### src/hdl/panel_settings.svh
// ####################################################################
// Panel geometry, porch widths, backlight PWM and debounce constants.
// ####################################################################
`ifndef PANEL_SETTINGS_SVH
`define PANEL_SETTINGS_SVH

// Horizontal timing, in pixel ticks.
`define PANEL_H_ACTIVE 800
`define PANEL_H_FRONT 40
`define PANEL_H_SYNC 48
`define PANEL_H_BACK 88
`define PANEL_H_TOTAL (`PANEL_H_ACTIVE + `PANEL_H_FRONT + `PANEL_H_SYNC + `PANEL_H_BACK)

// Vertical timing, in lines.
`define PANEL_V_ACTIVE 480
`define PANEL_V_FRONT 13
`define PANEL_V_SYNC 3
`define PANEL_V_BACK 32
`define PANEL_V_TOTAL (`PANEL_V_ACTIVE + `PANEL_V_FRONT + `PANEL_V_SYNC + `PANEL_V_BACK)

// 50 MHz / 250 / 1000 gives a 200 Hz backlight period.
`define BACKLIGHT_PRESCALE 250
`define BACKLIGHT_MAX 1000

// One millisecond at 50 MHz.
`define DEBOUNCE_CYCLES 50000

`endif
### src/hdl/panel_pkg.sv
// ####################################################################
// Shared pixel, coordinate and backlight level types.
// ####################################################################
package panel_pkg;

    // One color channel.
    typedef logic [7:0] color_t;

    // Pixel column or line number, up to 1023.
    typedef logic [9:0] coord_t;

    // Backlight brightness, 0 (off) to 1000 (full).
    typedef logic [9:0] level_t;

endpackage

### src/hdl/panel_top.sv
// ####################################################################
// Panel top level: timing, output stage, backlight and home button.
// ####################################################################
`timescale 1ns/1ps

module panel_top (
    input  logic              clock_50,
    input  logic              reset_n,
    input  panel_pkg::color_t red,
    input  panel_pkg::color_t green,
    input  panel_pkg::color_t blue,
    input  logic              hs_force,
    input  logic              vs_force,
    input  panel_pkg::level_t level,
    input  logic              level_valid,
    input  logic              button_pin,
    input  logic              button_ack,
    output panel_pkg::coord_t lcd_x,
    output panel_pkg::coord_t lcd_y,
    output logic              next_frame,
    output logic              lcd_clock,
    output logic              lcd_de,
    output logic              lcd_hs_n,
    output logic              lcd_vs_n,
    output logic              lcd_backlight,
    output panel_pkg::color_t lcd_red,
    output panel_pkg::color_t lcd_green,
    output panel_pkg::color_t lcd_blue,
    output logic              button_state
);

    logic lcd_tick;
    logic timing_de;
    logic timing_hs_n;
    logic timing_vs_n;
    logic backlight;

    panel_timing u_timing (
        .clock_50    (clock_50),
        .reset_n     (reset_n),
        .lcd_tick    (lcd_tick),
        .lcd_x       (lcd_x),
        .lcd_y       (lcd_y),
        .timing_de   (timing_de),
        .timing_hs_n (timing_hs_n),
        .timing_vs_n (timing_vs_n),
        .next_frame  (next_frame)
    );

    backlight_pwm u_backlight (
        .clock_50    (clock_50),
        .reset_n     (reset_n),
        .level       (level),
        .level_valid (level_valid),
        .backlight   (backlight)
    );

    // Colors arrive from the external frame source, same clock as lcd_x/lcd_y.
    panel_output u_output (
        .clock_50      (clock_50),
        .reset_n       (reset_n),
        .lcd_tick      (lcd_tick),
        .timing_de     (timing_de),
        .timing_hs_n   (timing_hs_n),
        .timing_vs_n   (timing_vs_n),
        .hs_force      (hs_force),
        .vs_force      (vs_force),
        .backlight     (backlight),
        .red           (red),
        .green         (green),
        .blue          (blue),
        .lcd_clock     (lcd_clock),
        .lcd_de        (lcd_de),
        .lcd_hs_n      (lcd_hs_n),
        .lcd_vs_n      (lcd_vs_n),
        .lcd_backlight (lcd_backlight),
        .lcd_red       (lcd_red),
        .lcd_green     (lcd_green),
        .lcd_blue      (lcd_blue)
    );

    home_button u_button (
        .clock_50     (clock_50),
        .reset_n      (reset_n),
        .button_pin   (button_pin),
        .button_ack   (button_ack),
        .button_state (button_state)
    );

endmodule

### src/hdl/panel_output.sv
// ####################################################################
// Registered panel pins: blanking, sync overrides and backlight.
// ####################################################################
`timescale 1ns/1ps

module panel_output (
    input  logic              clock_50,
    input  logic              reset_n,
    input  logic              lcd_tick,
    input  logic              timing_de,
    input  logic              timing_hs_n,
    input  logic              timing_vs_n,
    input  logic              hs_force,
    input  logic              vs_force,
    input  logic              backlight,
    input  panel_pkg::color_t red,
    input  panel_pkg::color_t green,
    input  panel_pkg::color_t blue,
    output logic              lcd_clock,
    output logic              lcd_de,
    output logic              lcd_hs_n,
    output logic              lcd_vs_n,
    output logic              lcd_backlight,
    output panel_pkg::color_t lcd_red,
    output panel_pkg::color_t lcd_green,
    output panel_pkg::color_t lcd_blue
);

    // All pins leave from flops so they switch together.
    always_ff @(posedge clock_50 or negedge reset_n) begin
        if (!reset_n) begin
            lcd_clock     <= 1'b0;
            lcd_de        <= 1'b0;
            lcd_hs_n      <= 1'b1;
            lcd_vs_n      <= 1'b1;
            lcd_backlight <= 1'b0;
            lcd_red       <= '0;
            lcd_green     <= '0;
            lcd_blue      <= '0;
        end else begin
            lcd_clock     <= lcd_tick;
            lcd_de        <= timing_de;
            // Force bits park the sync lines high.
            lcd_hs_n      <= hs_force | timing_hs_n;
            lcd_vs_n      <= vs_force | timing_vs_n;
            lcd_backlight <= backlight;
            // Black outside the visible area.
            lcd_red       <= timing_de ? red : '0;
            lcd_green     <= timing_de ? green : '0;
            lcd_blue      <= timing_de ? blue : '0;
        end
    end

endmodule

### src/hdl/home_button.sv
// ####################################################################
// Home button: synchronizer, debouncer and host handshake register.
// ####################################################################
`timescale 1ns/1ps
`include "panel_settings.svh"

module home_button (
    input  logic clock_50,
    input  logic reset_n,
    input  logic button_pin,
    input  logic button_ack,
    output logic button_state
);

    logic        pin_meta;
    logic        pin_sync;
    logic        raw_pressed;
    logic        debounced;
    logic [15:0] stable_count;

    // Pin is pulled up, so idle reads high.
    always_ff @(posedge clock_50 or negedge reset_n) begin
        if (!reset_n) begin
            pin_meta <= 1'b1;
            pin_sync <= 1'b1;
        end else begin
            pin_meta <= button_pin;
            pin_sync <= pin_meta;
        end
    end

    // Button is active low.
    assign raw_pressed = ~pin_sync;

    // Count clocks the raw level differs from the debounced one.
    // A bounce back to the old level restarts the count.
    always_ff @(posedge clock_50 or negedge reset_n) begin
        if (!reset_n) begin
            stable_count <= '0;
            debounced    <= 1'b0;
        end else if (raw_pressed == debounced) begin
            stable_count <= '0;
        end else if (stable_count == 16'(`DEBOUNCE_CYCLES - 1)) begin
            stable_count <= '0;
            debounced    <= raw_pressed;
        end else begin
            stable_count <= stable_count + 16'd1;
        end
    end

    // Hold the reported state until the host has copied it to button_ack.
    always_ff @(posedge clock_50 or negedge reset_n) begin
        if (!reset_n) begin
            button_state <= 1'b0;
        end else if (button_ack == button_state) begin
            button_state <= debounced;
        end
    end

    // The host only moves button_ack by copying button_state.
    a_ack_copies_state: assert property (
        @(posedge clock_50) disable iff (!reset_n)
        $changed(button_ack) |-> (button_ack == button_state)
    ) else $error("button_ack changed without copying button_state");

endmodule

### src/hdl/backlight_pwm.sv
// ####################################################################
// Backlight PWM: prescaler and duty-cycle step counter.
// ####################################################################
`timescale 1ns/1ps
`include "panel_settings.svh"

module backlight_pwm (
    input  logic              clock_50,
    input  logic              reset_n,
    input  panel_pkg::level_t level,
    input  logic              level_valid,
    output logic              backlight
);

    logic [7:0]        prescale_count;
    logic              step_en;
    panel_pkg::level_t step;
    panel_pkg::level_t level_eff;

    assign step_en = (prescale_count == 8'(`BACKLIGHT_PRESCALE - 1));

    // Full brightness until the host supplies a level.
    assign level_eff = level_valid ? level : panel_pkg::level_t'(`BACKLIGHT_MAX);

    always_ff @(posedge clock_50 or negedge reset_n) begin
        if (!reset_n) begin
            prescale_count <= '0;
        end else if (step_en) begin
            prescale_count <= '0;
        end else begin
            prescale_count <= prescale_count + 8'd1;
        end
    end

    always_ff @(posedge clock_50 or negedge reset_n) begin
        if (!reset_n) begin
            step <= '0;
        end else if (step_en) begin
            if (step == panel_pkg::level_t'(`BACKLIGHT_MAX - 1)) begin
                step <= '0;
            end else begin
                step <= step + 10'd1;
            end
        end
    end

    // Level 0 never fires, level 1000 never drops.
    always_ff @(posedge clock_50 or negedge reset_n) begin
        if (!reset_n) begin
            backlight <= 1'b0;
        end else begin
            backlight <= (step < level_eff);
        end
    end

    a_level_in_range: assert property (
        @(posedge clock_50) disable iff (!reset_n)
        level_valid |-> (level <= panel_pkg::level_t'(`BACKLIGHT_MAX))
    ) else $error("backlight level %0d above maximum", level);

endmodule

### src/hdl/panel_timing.sv
// ####################################################################
// Pixel tick, scan counters and sync/enable decode for the panel.
// ####################################################################
`timescale 1ns/1ps
`include "panel_settings.svh"

module panel_timing (
    input  logic              clock_50,
    input  logic              reset_n,
    output logic              lcd_tick,
    output panel_pkg::coord_t lcd_x,
    output panel_pkg::coord_t lcd_y,
    output logic              timing_de,
    output logic              timing_hs_n,
    output logic              timing_vs_n,
    output logic              next_frame
);

    logic line_end;
    logic frame_end;

    assign line_end  = (lcd_x == panel_pkg::coord_t'(`PANEL_H_TOTAL - 1));
    assign frame_end = (lcd_y == panel_pkg::coord_t'(`PANEL_V_TOTAL - 1));

    // Half of clock_50, so 25 MHz.
    always_ff @(posedge clock_50 or negedge reset_n) begin
        if (!reset_n) begin
            lcd_tick <= 1'b0;
        end else begin
            lcd_tick <= ~lcd_tick;
        end
    end

    // Scan position, one step per pixel tick.
    always_ff @(posedge clock_50 or negedge reset_n) begin
        if (!reset_n) begin
            lcd_x <= '0;
            lcd_y <= '0;
        end else if (lcd_tick) begin
            if (line_end) begin
                lcd_x <= '0;
                if (frame_end) begin
                    lcd_y <= '0;
                end else begin
                    lcd_y <= lcd_y + 10'd1;
                end
            end else begin
                lcd_x <= lcd_x + 10'd1;
            end
        end
    end

    assign timing_de = (lcd_x < panel_pkg::coord_t'(`PANEL_H_ACTIVE)) &&
                       (lcd_y < panel_pkg::coord_t'(`PANEL_V_ACTIVE));

    // Sync pulses sit right after the front porch.
    assign timing_hs_n =
        !((lcd_x >= panel_pkg::coord_t'(`PANEL_H_ACTIVE + `PANEL_H_FRONT)) &&
          (lcd_x < panel_pkg::coord_t'(`PANEL_H_ACTIVE + `PANEL_H_FRONT + `PANEL_H_SYNC)));
    assign timing_vs_n =
        !((lcd_y >= panel_pkg::coord_t'(`PANEL_V_ACTIVE + `PANEL_V_FRONT)) &&
          (lcd_y < panel_pkg::coord_t'(`PANEL_V_ACTIVE + `PANEL_V_FRONT + `PANEL_V_SYNC)));

    // Last pixel of the last line.
    assign next_frame = line_end && frame_end;

    // Wrap logic must keep the scan inside the frame at all times.
    a_scan_in_frame: assert property (
        @(posedge clock_50) disable iff (!reset_n)
        (lcd_x < panel_pkg::coord_t'(`PANEL_H_TOTAL)) &&
        (lcd_y < panel_pkg::coord_t'(`PANEL_V_TOTAL))
    ) else $error("scan position outside frame: x=%0d y=%0d", lcd_x, lcd_y);

endmodule

### config.mk
export PLATFORM = sky130hd
export DESIGN_NAME = panel_top
export DESIGN_NICKNAME = d
export VERILOG_FILES = /design/src/hdl/panel_pkg.sv /design/src/hdl/panel_top.sv /design/src/hdl/panel_output.sv /design/src/hdl/home_button.sv /design/src/hdl/backlight_pwm.sv /design/src/hdl/panel_timing.sv
export VERILOG_INCLUDE_DIRS = /design/src /design/src/hdl
export SDC_FILE = /design/constraint.sdc
export NUM_CORES = 1
export LEC_CHECK = 0
export ABC_AREA = 0
export BUFFER_PORTS_ARGS = -buffer_cell sky130_fd_sc_hd__clkbuf_2
export CAP_MARGIN = 20
export CORE_MARGIN = 4
export CORE_UTILIZATION = 40
export CTS_CLUSTER_SIZE = 12
export DETAILED_ROUTE_END_ITERATION = 12
export PLACE_DENSITY = 0.73
export SLEW_MARGIN = 20
export SYNTH_ARGS = -nofsm -noshare
export SYNTH_HDL_FRONTEND = slang
export SYNTH_HIERARCHICAL = 1
export SYNTH_SLANG_ARGS = --single-unit
### constraint.sdc
create_clock -name clock_50 -period 2 [get_ports clock_50]
set_input_delay 0.1 -clock clock_50 [delete_from_list [all_inputs] [get_ports clock_50]]
set_output_delay 0.1 -clock clock_50 [all_outputs]
set_load 0.05 [all_outputs]
# After elaboration in Yosys (flattened, before gate mapping)
# Index checks and enable logic that the tools add are counted.
[word_totals]
mem_bits_rw = 0
output_inout_bits = 51
elab_cells = 61
latch_bits = 0
inputBits = 41
mem_bits_ro = 0
memories = 0
register_bits = 89
[op_classes]
mux = 10
n_bitwise = 5
div = 0
add_sub_neg = 5
eq_ne = 7
shifts = 0
order_cmp = 7
mul = 0
n_reduce_logical = 8
[ops]
columns = ["cell", "n"]
rows = [
  ["$mux 10", 4],
  ["$mux 16", 2],
  ["$mux 8", 4],
  ["$add 10x1->10 const B", 3],
  ["$eq 10x10->1 const B", 3],
  ["$lt 10x10->1 const B", 2],
  ["$lt 10x9->1 const B", 2],
  ["$add 16x1->16 const B", 1],
  ["$eq 16x16->1 const B", 1],
  ["$ge 10x10->1 const B", 1],
  ["$ge 10x9->1 const B", 1],
  ["$lt 10x10->1", 1],
  ["$add 8x1->8 const B", 1],
  ["$eq 8x8->1 const B", 1],
  ["$logic_and 1x1->1", 4],
  ["$reduce_and 2->1", 2],
  ["$not 1->1", 3],
  ["$eq 1x1->1", 2],
  ["$logic_not 1->1", 2],
  ["$or 1x1->1", 2],
]

# Depth between registers and ports, before layout
# Gate-level depths: netlist of the first run.
[logic_depth]
ltp_word = 4
mapped_depth = 7
ltp_nobuf = 6

# Modules after synthesis
# The synthesis of the first run kept the hierarchy.
[modules_own_cells]
columns = ["module", "area_per_inst_um2", "seq_area_each_um2", "cells_per_inst", "n_inst"]
rows = [
  ["backlight_pwm", 1187.4, 475.5, 124, 1],
  ["panel_timing", 1142.3, 525.5, 128, 1],
  ["panel_output", 935.9, 728.2, 57, 1],
  ["home_button", 929.6, 503.0, 88, 1],
]

# Worst setup path after synthesis of the first run
# OpenSTA, ideal clock, no wires.
[synth_path]
path_type = "register -> output"
from = "register u_timing.lcd_x[0]"
to = "output next_frame"
path_slack_ps = -369
arrival_time_ps = 2269
stages_incl_launch_ff = 5
required_ps = 1900
path_buffers = 0
path_cell_list = "dfrtp_1 ha_1 nand3_1 or4_2 nor2_1"
[synth_between]
elab_chain_len = 2
[synth_rtl]
columns = ["element", "line", "source"]
rows = [
  ["from (decl)", "panel_timing.sv:11", "output panel_pkg::coord_t lcd_x,"],
  ["from (signal assigned)", "panel_timing.sv:48", "lcd_x <= lcd_x + 10'd1;"],
  ["$eq 10x10->1", "panel_timing.sv:22", "assign line_end = (lcd_x == panel_pkg::coord_t'(`PANEL_H_TOTAL - 1));"],
  ["$logic_and 1x1->1", "panel_timing.sv:65", "assign next_frame = line_end && frame_end;"],
  ["to (decl)", "panel_top.sv:20", "output logic next_frame,"],
]
# Every way passes these cells.

# Final worst setup path of the first run
[layout_path]
from = "register u_timing.lcd_x[1]"
to = "output next_frame"
# Same word-level chain as after synthesis.

==> summary.md, run 1 <==
| Metric | Value |
|---|---|
| Result of the run | `finished clean` |
| Final estimated routing congestion in global placement | `slightly above 0.8` |
| HPWL Detailed | `between 6000 and 7000 um` |
| Pre-antenna DRT Iters | `5` |
| Mapped Area | `4200 um2` |
| Cell count after synthesis | `397` |
| FILL cells | `about 940` |
| Fin crit period | `1.91 ns` |
| Reg2Reg Setup Slack | `~0.10 ns` |
| Seq cells post-synth | `89` |
| Worst slew pin tran | `between 0.5 and 0.6 ns` |
| Post-placement worst setup slack | `just under 0.1 ns` |
| Syn_area_per_cell | `10.6 um2` |
| Critical Path Sink Type | `output pin` |
| Met2 Use GR | `25.6%` |
| Worst r2r src | `u_backlight/prescale_count[1]` |
| DIE AREA | `about 12000 um2` |
| Met1 Resource Use GR | `between 20% and 30%` |
| Largest net degree at the start of global routing | `51` |
| Area occupied by multi-input gates | `about 1900 um2` |
| Worst flop-to-flop path endpoint | `u_backlight/step[7]` |
| Wire per inst | `roughly 14 um` |
| Hold_sp | `button_ack` |
| Crit. Startpoint | `u_timing/lcd_x[1]` |
| Die height | `about 110 um` |
| Grt ovf | `0` |
| Fin. max-slew vios | `0` |
| Sequential-to-total area share from yosys stat | `a little over half` |
| GRT Util Overall | `roughly 16%` |
| PD cells | `627 nW/um2` |
| Synth Flop Type | `dfrtp_1` |
| Register area | `2240 um2` |
| Fmax | `between 500 and 600 MHz` |
| Final period util | `around 96%` |
| Initial antenna violation count | `0` |
| Cell at the root of the clock tree | `clkbuf_8` |
| Met3 Track Usage GR | `4.66%` |
| Mapped Nets | `roughly 460` |
| DR vias/cell | `4.95` |
| Violation count after the first detailed-route iteration | `approximately 150` |
| GRT busiest layer | `met2` |
| Final WL | `slightly above 9000 um` |
| Clk_lat worst skew | `roughly 0.35 ns` |
| Core Area | `between 10000 and 15000 um2` |
| Crit path DAT | `around 1.8 ns` |
| H-Tree Depth | `3` |
| Number of global-route vias before repair | `approximately 3300` |
| Clk pin slew, worst setup/hold paths | `approximately 0.1 ns` |
| Share of layout cells above drive strength 1 | `30.8%` |
| Reg2Reg Depth | `6` |
| IO Port Bufs | `91` |
| Max incr delay on CP | `~0.46 ns` |
| Vias | `about 3300` |
| Setup violators final | `0` |
| Cts bufs inserted | `9` |
| Initial Util | `about 41%` |
| Worst path required time | `1.90 ns` |
| Post-synth cell types | `50` |
| Ys async rst share | `100%` |
| Slowest stage cell on the critical path | `or4_4` |
| Critical path peak fanout | `4` |
| Slew margin rel. | `65.4%` |
| Die Wd | `approximately 110 um` |
| Final WS setup | `0.0885 ns` |
| ANT cells | `0` |
| Clk sinks | `89` |
| Area Growth Syn to Fin | `29.2%` |
| # rows | `37` |
| Max-cap viol count | `0` |
| Hold path cells | `3` |
| Synth warnings | `6` |
| Setup CP Type | `flop to output pin` |
| Critical-path cell list | `ha_2, nand3_1, or4_4, nor2_4, clkbuf_8` |
| Fin. Hold Viols | `0` |
| Hold Path Class | `primary input to flop` |
| Final ANT Viol Nets | `0` |
| EDFF count, synth | `0` |
| CTS max path bufs | `2` |
| RSZ-0062 raised after global routing | `false` |
| CTS tree | `built` |
| First-pass GRT wire length | `roughly 16000 um` |
| Final #Nets | `around 590` |
| DRC errors left | `0` |
| Final setup skew | `0.0143 ns` |
| Hold path endpoint | `u_button/button_state` |
| Leakage | `around 2.4 nW` |
| TNS Setup | `0 ns` |
| Io pins | `92` |
| Peak VDD IR | `0.000380 V` |
| Startpoint Class | `flop` |
## Yosys cell counts (2+ instances only)
cell      instances  area, um2
nand3_1          20        100
dfstp_2           4        105
and2_2           18        135
nor4_1            8       50.1
o31ai_1           2       15.0
inv_1            17       63.8
or3_1             5       31.3
o22ai_1           3       18.8
clkbuf_1          3       11.3
and3_1            4       25.0
dfrtp_1          85       2130
a21o_1            5       37.5
mux2i_1           2       20.0
nor2_1           42        158
nand4_1          17        106
ha_1             17        213
nor4bb_1          2       20.0
or4_1             2       15.0
a21oi_1           7       35.0
nor2b_1           6       37.5
xor2_1            8       70.1
xnor2_1          25        219
buf_6             3       33.8
and2_1            6       37.5
or4_4             2       22.5
nand2b_1          2       12.5
buf_2             3       15.0
or2_2             4       25.0
nor3_1           13       65.1
o21ai_0          10       50.1
nand2_1          33        124
## repair_timing
item                                   CTS  global route
pin swaps                                1             1
gates resized for setup                  3             4
buffers inserted                         1             4
hold buffers                            28             0
setup endpoints to repair                1             2
endpoints found under the hold margin   66             0
## registers in the layout, summed over array words and instances (netlist names), 8 cells and up
| name | count |
|---|---|
| u_output/lcd_blue | 8 |
| u_backlight/prescale_count | 8 |
| u_timing/lcd_y | 10 |
| u_output/lcd_red | 8 |
| u_button/stable_count | 16 |
| u_backlight/step | 10 |
| u_output/lcd_green | 8 |
| u_timing/lcd_x | 10 |
## per-stage QoR
step | cell area, um2 | instances | power (mW) | utilization (%) | hold slack (ns)
5_1_grt | 5420 | 675 | 3.56 | 52.7 | 0.0646
4_1_cts | 5370 | 671 | 3.44 | 52.3 | 0.0514
2_1_floorplan | 4210 | 397 | 2.02 | - | -0.196
3_5_place_dp | 4870 | 626 | 2.13 | 47.4 | 0.107
3_3_place_gp | 4870 | 626 | 2.13 | 47.4 | 0.104
6_report | 5420 | 675 | 3.40 | 52.7 | 0.0641
## where the power goes
| group | leakage, nW | switching (mW) | internal (mW) | total [mW] |
|---|---|---|---|---|
| registers | 1.12 | 0.0153 | 1.83 | 1.85 |
| clock network | 0.0994 | 0.657 | 0.598 | 1.26 |
| logic | 1.22 | 0.180 | 0.114 | 0.295 |
| total | 2.44 | 0.853 | 2.54 | 3.40 |
## worst max-delay path, delay by kind of cell, from the launching register on
family	cells	cell delay [ns]
AND/OR/NAND/NOR	3	0.65
flip-flops	1	0.40
adder cells (fa/ha/maj)	1	0.21
buffers and inverters	1	0.19
## how the worst max path moves through the flow
stage	cells past startpoint	endpoint
4_1_cts	5	next_frame
3_3_place_gp	4	u_button/stable_count[13]
3_5_place_dp	4	u_button/stable_count[10]
5_1_grt	6	u_backlight/step[7]
2_1_floorplan	3	next_frame
6_report	5	next_frame
## per-layer routing
metal / up-vias / routed length [um]
met3: 17 / 499
met5: - / 0
met1: 1581 / 3990
met4: 0 / 121
met2: 103 / 4630
li1: 1639 / -
## area by class of cell
cell class / count / share of cell area [%]
inverters: 17 / 1.18
well taps: 136 / 3.14
flip-flops and latches: 89 / 41.3
clock buffers: 10 / 2.35
clock inverters: 6 / 1.39
repair buffers: 135 / 16.2
multi-input cells: 282 / 34.5
## layout by cell type (no fill, tap or decap), drive strengths merged, types with 19 or more instances in the layout
cell         count
nor2            42
dlygate4sd3     28
nand2           34
inv             20
clkbuf         100
nand4           19
nand3           20
dfrtp           85
xnor2           25
and2            24
## cell families after synthesis
family | after synthesis | share of synthesized area, %
AND/OR/NAND/NOR | 195 | 26.1
flip-flops | 89 | 53.2
AO/OA/AOI/OAI | 33 | 4.83
XOR/XNOR | 33 | 6.89
buffers and inverters | 26 | 2.95
adder cells (fa/ha/maj) | 18 | 5.31
multiplexers | 3 | 0.746
Note: power is estimated with default switching activity, not from simulation.
==> inputs of run 2 (changes only) <==
--- a/config.mk
+++ b/config.mk
@@ -11,9 +11,9 @@
 export CAP_MARGIN = 20
 export CORE_MARGIN = 4
 export CORE_UTILIZATION = 40
-export CTS_CLUSTER_SIZE = 12
+export CTS_CLUSTER_SIZE = 40
 export DETAILED_ROUTE_END_ITERATION = 12
-export PLACE_DENSITY = 0.73
+export PLACE_DENSITY = 0.71
 export SLEW_MARGIN = 20
 export SYNTH_ARGS = -nofsm -noshare
 export SYNTH_HDL_FRONTEND = slang
==> constraint.sdc (replaced) <==
create_clock -name clock_50 -period 1.9 [get_ports clock_50]
set_input_delay 0.095 -clock clock_50 [delete_from_list [all_inputs] [get_ports clock_50]]
set_output_delay 0.095 -clock clock_50 [all_outputs]
set_load 0.05 [all_outputs]
==> summary.md, run 2 (synthesis gave the netlist of run 1 again) <==
| Metric | Value |
|---|---|
| Setup CP Type | `flop to output pin` |
| Share of layout cells above drive strength 1 | `approximately a third` |
| Reg2Reg Setup Slack | `just under 0.07 ns` |
| # placed instances | `roughly 640` |
| Initial Util | `40.8%` |
| ANT cells | `0` |
| Max incr delay on CP | `0.55 ns` |
| Worst path required time | `approximately 1.8 ns` |
| Fin. Hold Viols | `0` |
| IO Port Bufs | `91` |
| Bufs and invs on worst path | `1` |
| Vias | `approximately 3400` |
| Net switching fraction of the power | `23.1%` |
| Hold_sp | `red[0]` |
| Final estimated routing congestion in global placement | `between 0.8 and 0.9` |
| Placed Area | `roughly 5000 um2` |
| Hold path cells | `2` |
| Fmax | `approximately 550 MHz` |
| Core Util, Final | `between 50 and 60%` |
| # rows | `37` |
| Flop pwr share | `between 50% and 60%` |
| Most frequent cells in the layout | `clkbuf_2, dfrtp_1, nor2_1` |
| RSZ-0062 raised after global routing | `true` |
| DR vias/cell | `roughly 5` |
| Pre-antenna DRT Iters | `4` |
| Final WS setup | `0.0675 ns` |
| Worst flop-to-flop path endpoint | `u_timing/lcd_y[3]` |
| Hold Path Class | `primary input to flop` |
| Critical-path cell list | `nand4_2, or4_4, nor2_4, buf_8` |
| Worst r2r src | `u_timing/lcd_x[1]` |
| Crit path max-delay family | `simple AND/OR/NAND/NOR gates` |
| Peak VDD IR | `~0.00043 V` |
| Commonest non-fill, non-tap cell in the layout | `clkbuf_2` |
| GRT Util Overall | `~16%` |
| Clk_lat worst skew | `~0.35 ns` |
| Final setup skew | `just under 0.009 ns` |
| Io pins | `approximately 90` |
| Tot Pwr | `approximately 3.7 mW` |
| Pint | `about 2.8 mW` |
| H-Tree Depth | `3` |
| Slew margin rel. | `between 60% and 70%` |
| Worst Hold Slack | `roughly 0.018 ns` |
| Slowest stage cell on the critical path | `or4_4` |
| Final ANT Viol Nets | `0` |
| Core Area | `between 10000 and 15000 um2` |
| Switching power | `roughly 0.85 mW` |
| CTS max path bufs | `2` |
| HPWL Detailed | `approximately 6900 um` |
| Clk sinks | `89` |
| DIE AREA | `about 12000 um2` |
| Number of global-route vias before repair | `approximately 3400` |
| Worst slew pin tran | `~0.45 ns` |
| Die height | `110 um` |
| DRC errors left | `0` |
| Violation count after the first detailed-route iteration | `around 140` |
| PD cells | `between 600 and 700 nW/um2` |
| Wire per inst | `about 14 um` |
| Cell at the root of the clock tree | `clkbuf_8` |
| Final #Nets | `600` |
| Critical path peak fanout | `7` |
| Non-filler cells, final | `roughly 680` |
| Largest net degree at the start of global routing | `38` |
| Clk pin slew, worst setup/hold paths | `roughly 0.08 ns` |
| Fin crit period | `between 1.5 and 2 ns` |
| Final WL | `between 9000 and 10000 um` |
| Grt ovf | `0` |
| Area Growth Syn to Fin | `31.2%` |
| Cts bufs inserted | `9` |
| Setup violators final | `0` |
| Critical Path Sink Type | `output pin` |
| Die Wd | `110 um` |
| Top reg by flops | `u_button/stable_count` |
| Max-cap viol count | `0` |
| TNS Setup | `0 ns` |
| First-pass GRT wire length | `~17000 um` |
| CTS tree | `built` |
| Startpoint Class | `flop` |
| Crit path DAT | `1.74 ns` |
| Leakage | `between 2 and 2.5 nW` |
| Largest register FFs | `16` |
| Combinational share of power | `8.5%` |
| Fin. max-slew vios | `0` |
| Reg2Reg Depth | `5` |
| Clock Power Share | `between 30 and 40%` |
| Final period util | `96.4%` |
| Initial antenna violation count | `0` |
| Final Cell Area | `roughly 5500 um2` |
| Hold path endpoint | `u_output/lcd_red[0]` |
| Result of the run | `finished clean` |
| Post-placement worst setup slack | `around 0.045 ns` |
-- run 2: cell count changes in the layout (fill, tap and decap cells not counted), sizes merged --
cell | previous run | this run
buf | 17 | 28
inv | 20 | 17
clkbuf | 100 | 102
dlygate4sd3 | 28 | 26
bufinv | 1 | 2
clkinvlp | 1 | 0
-- run 2: layout make-up --
type                            instances  area [um2]
Sequential cell                        89        2240
Fill cell                             918        4770
Timing Repair Buffer                  143         936
Clock inverter                          3        65.1
Inverter                               17        63.8
Tap cell                              136         170
Clock buffer                           13         149
Multi-Input combinational cell        282        1880
-- run 2: power by group through the flow --
stage	combinational [mW]	sequential [mW]	clock (mW)
floorplan	0.0529	2.07	0
global placement	0.266	1.98	0
detailed placement	0.272	1.98	0
CTS	0.315	1.94	1.46
global route	0.339	1.95	1.55
finish	0.312	1.94	1.42
-- run 2: routing by layer --
metal  wire length [um]  track usage (%)  up-vias
li1                   -                -     1650
met1               4320             22.3     1627
met2               4590             25.6      106
met3                533             3.62       15
met4                153             4.93        0
met5                  0                0        -
-- run 2: worst max path at each step --
| stage | from | to | slack (ns) | depth (start not counted) |
|---|---|---|---|---|
| final | u_timing/lcd_x[7] | next_frame | 0.07 | 4 |
| after global routing | u_timing/lcd_x[1] | next_frame | -0.002 | 5 |
| after CTS | u_timing/lcd_x[0] | next_frame | 0.02 | 5 |
| after detailed placement | u_button/stable_count[10] | u_button/stable_count[3] | 0.04 | 4 |
| after global placement | u_button/stable_count[10] | u_button/stable_count[14] | 0.1 | 4 |
| after floorplan | u_timing/lcd_x[5] | next_frame | -0.005 | 3 |
-- run 2: repair_timing --
item,in CTS,in global routing
resized for setup,4,2
gates cloned,0,0
pin swaps,0,0
buffers inserted,1,3
endpoints found under the hold margin,53,0
hold buffers,26,0
endpoints found under the setup margin,1,14
-- run 2: worst reg2reg max path, cell delays in order (launching register included) --
cell and delay [ns]:
dfrtp_2 0.42, ha_4 0.16, nand4_1 0.14, or4_1 0.58, or3_1 0.39, o21ai_1 0.07
==> inputs of run 3 (changes only) <==
--- a/config.mk
+++ b/config.mk
@@ -13,7 +13,9 @@
 export CORE_UTILIZATION = 40
 export CTS_CLUSTER_SIZE = 40
 export DETAILED_ROUTE_END_ITERATION = 12
+export MAX_ROUTING_LAYER = met4
 export PLACE_DENSITY = 0.71
+export RECOVER_POWER = 50
 export SLEW_MARGIN = 20
 export SYNTH_ARGS = -nofsm -noshare
 export SYNTH_HDL_FRONTEND = slang
==> summary.md, run 3 (synthesis gave the netlist of run 1 again) <==
| Metric | Value |
|---|---|
| Result of the run | `finished clean` |
| Worst path required time | `around 1.8 ns` |
| Worst slew pin tran | `0.788 ns` |
| Final setup skew | `0.00838 ns` |
| DIE AREA | `roughly 12000 um2` |
| ANT cells | `0` |
| Die Wd | `110 um` |
| DR vias/cell | `around 5.0` |
| Initial Util | `between 40% and 50%` |
| IO Port Bufs | `91` |
| Pre-antenna DRT Iters | `4` |
| Wire per inst | `14.1 um` |
| Violation count after the first detailed-route iteration | `approximately 130` |
| Cts bufs inserted | `9` |
| Final ANT Viol Nets | `0` |
| Critical path peak fanout | `7` |
| Clk_lat worst skew | `~0.35 ns` |
| RSZ-0062 raised after global routing | `true` |
| Cell at the root of the clock tree | `clkbuf_8` |
| Placed Area | `between 4000 and 5000 um2` |
| Worst r2r src | `u_timing/lcd_x[1]` |
| PD cells | `~670 nW/um2` |
| Hold path cells | `2` |
| Largest net degree at the start of global routing | `38` |
| Peak VDD IR | `between 0.0004 and 0.0005 V` |
| Tot Pwr | `about 3.7 mW` |
| Final #Nets | `600` |
| Crit path DAT | `1.74 ns` |
| Largest register FFs | `16` |
| Share of layout cells above drive strength 1 | `29.3%` |
| Commonest non-fill, non-tap cell in the layout | `dfrtp_1` |
| Fin. Hold Viols | `0` |
| GRT Util Overall | `between 10% and 20%` |
| DRC errors left | `0` |
| H-Tree Depth | `3` |
| # placed instances | `~640` |
| Slew margin rel. | `between 40% and 50%` |
| Startpoint Class | `flop` |
| CTS max path bufs | `2` |
| Hold Path Class | `primary input to flop` |
| First-pass GRT wire length | `roughly 17000 um` |
| Clk pin slew, worst setup/hold paths | `approximately 0.080 ns` |
| Most frequent cells in the layout | `dfrtp_1, clkbuf_2, nor2_1` |
| Final Cell Area | `about 5500 um2` |
| Initial antenna violation count | `0` |
| Hold path endpoint | `u_output/lcd_red[0]` |
| Area Growth Syn to Fin | `30.2%` |
| Number of global-route vias before repair | `3437` |
| Final estimated routing congestion in global placement | `0.848` |
| CTS tree | `built` |
| Register area | `between 2000 and 2500 um2` |
| Non-filler cells, final | `683` |
| Core Util, Final | `between 50% and 60%` |
| Final period util | `96.6%` |
| Hold_sp | `red[0]` |
| Critical Path Sink Type | `output pin` |
| Area occupied by multi-input gates | `roughly 1900 um2` |
| HPWL Detailed | `a little under 7000 um` |
| Max-cap viol count | `0` |
| Final WS setup | `approximately 0.065 ns` |
| Vias | `approximately 3400` |
| Post-placement worst setup slack | `between 0.04 and 0.05 ns` |
| Worst Hold Slack | `0.0167 ns` |
| # rows | `37` |
| Reg2Reg Depth | `5` |
| Core Area | `about 10000 um2` |
| Die height | `roughly 110 um` |
| Final WL | `9610 um` |
| FILL cells | `between 900 and 1000` |
| Clk sinks | `89` |
| Fin crit period | `approximately 1.8 ns` |
| Setup violators final | `0` |
| Worst flop-to-flop path endpoint | `u_timing/lcd_y[3]` |
| Io pins | `92` |
| Setup CP Type | `flop to output pin` |
| Top reg by flops | `u_button/stable_count` |
| Grt ovf | `0` |
| Fin. max-slew vios | `0` |
| Fmax | `~540 MHz` |
| TNS Setup | `0 ns` |
| Reg2Reg Setup Slack | `~0.065 ns` |
| Leakage | `between 2 and 2.5 nW` |
==> run 3: cell type report <==
cell class / count / area share, %
sequential: 89 / 41.1
multi-input combinational: 282 / 34.4
timing repair buffer: 143 / 16.4
tap: 136 / 3.12
clock buffer: 13 / 2.73
clock inverter: 3 / 1.19
inverter: 17 / 1.17
==> run 3: critical path, cell delays in order, from the launching register on <==
cell and delay, ns:
dfrtp_2 0.43, nand4_2 0.13, or4_4 0.54, nor2_4 0.14, buf_8 0.15
==> run 3: how the worst max path moves through the flow <==
stage / from / end / slack [ns] / depth (start not counted)
2_1_floorplan: u_timing/lcd_x[5] / next_frame / -0.005 / 3
3_3_place_gp: u_button/stable_count[10] / u_button/stable_count[14] / 0.1 / 4
3_5_place_dp: u_button/stable_count[10] / u_button/stable_count[3] / 0.04 / 4
4_1_cts: u_timing/lcd_x[0] / next_frame / 0.02 / 5
5_1_grt: u_timing/lcd_x[1] / next_frame / -0.002 / 5
6_report: u_timing/lcd_x[7] / next_frame / 0.07 / 4
==> run 3: power breakdown <==
group	total (mW)	switching, mW	internal (mW)
Combinational	0.303	0.192	0.111
Sequential	1.94	0.0161	1.93
Clock	1.41	0.633	0.778
Total	3.66	0.841	2.82
==> run 3: per-layer routing <==
metal | global-route usage (%) | vias to the layer above | wire length [um]
li1 | - | 1654 | -
met1 | 22.5 | 1658 | 4430
met2 | 25.7 | 89 | 4630
met3 | 3.18 | 19 | 378
met4 | 4.93 | 0 | 180
met5 | - | - | 0
==> run 3: timing repair <==
item / 4_1_cts / 5_1_grt
resized for setup: 4 / 2
setup buffers: 1 / 3
gates cloned: 0 / 0
hold endpoints to repair: 53 / 0
setup endpoints to repair: 1 / 14
hold buffers: 26 / 0
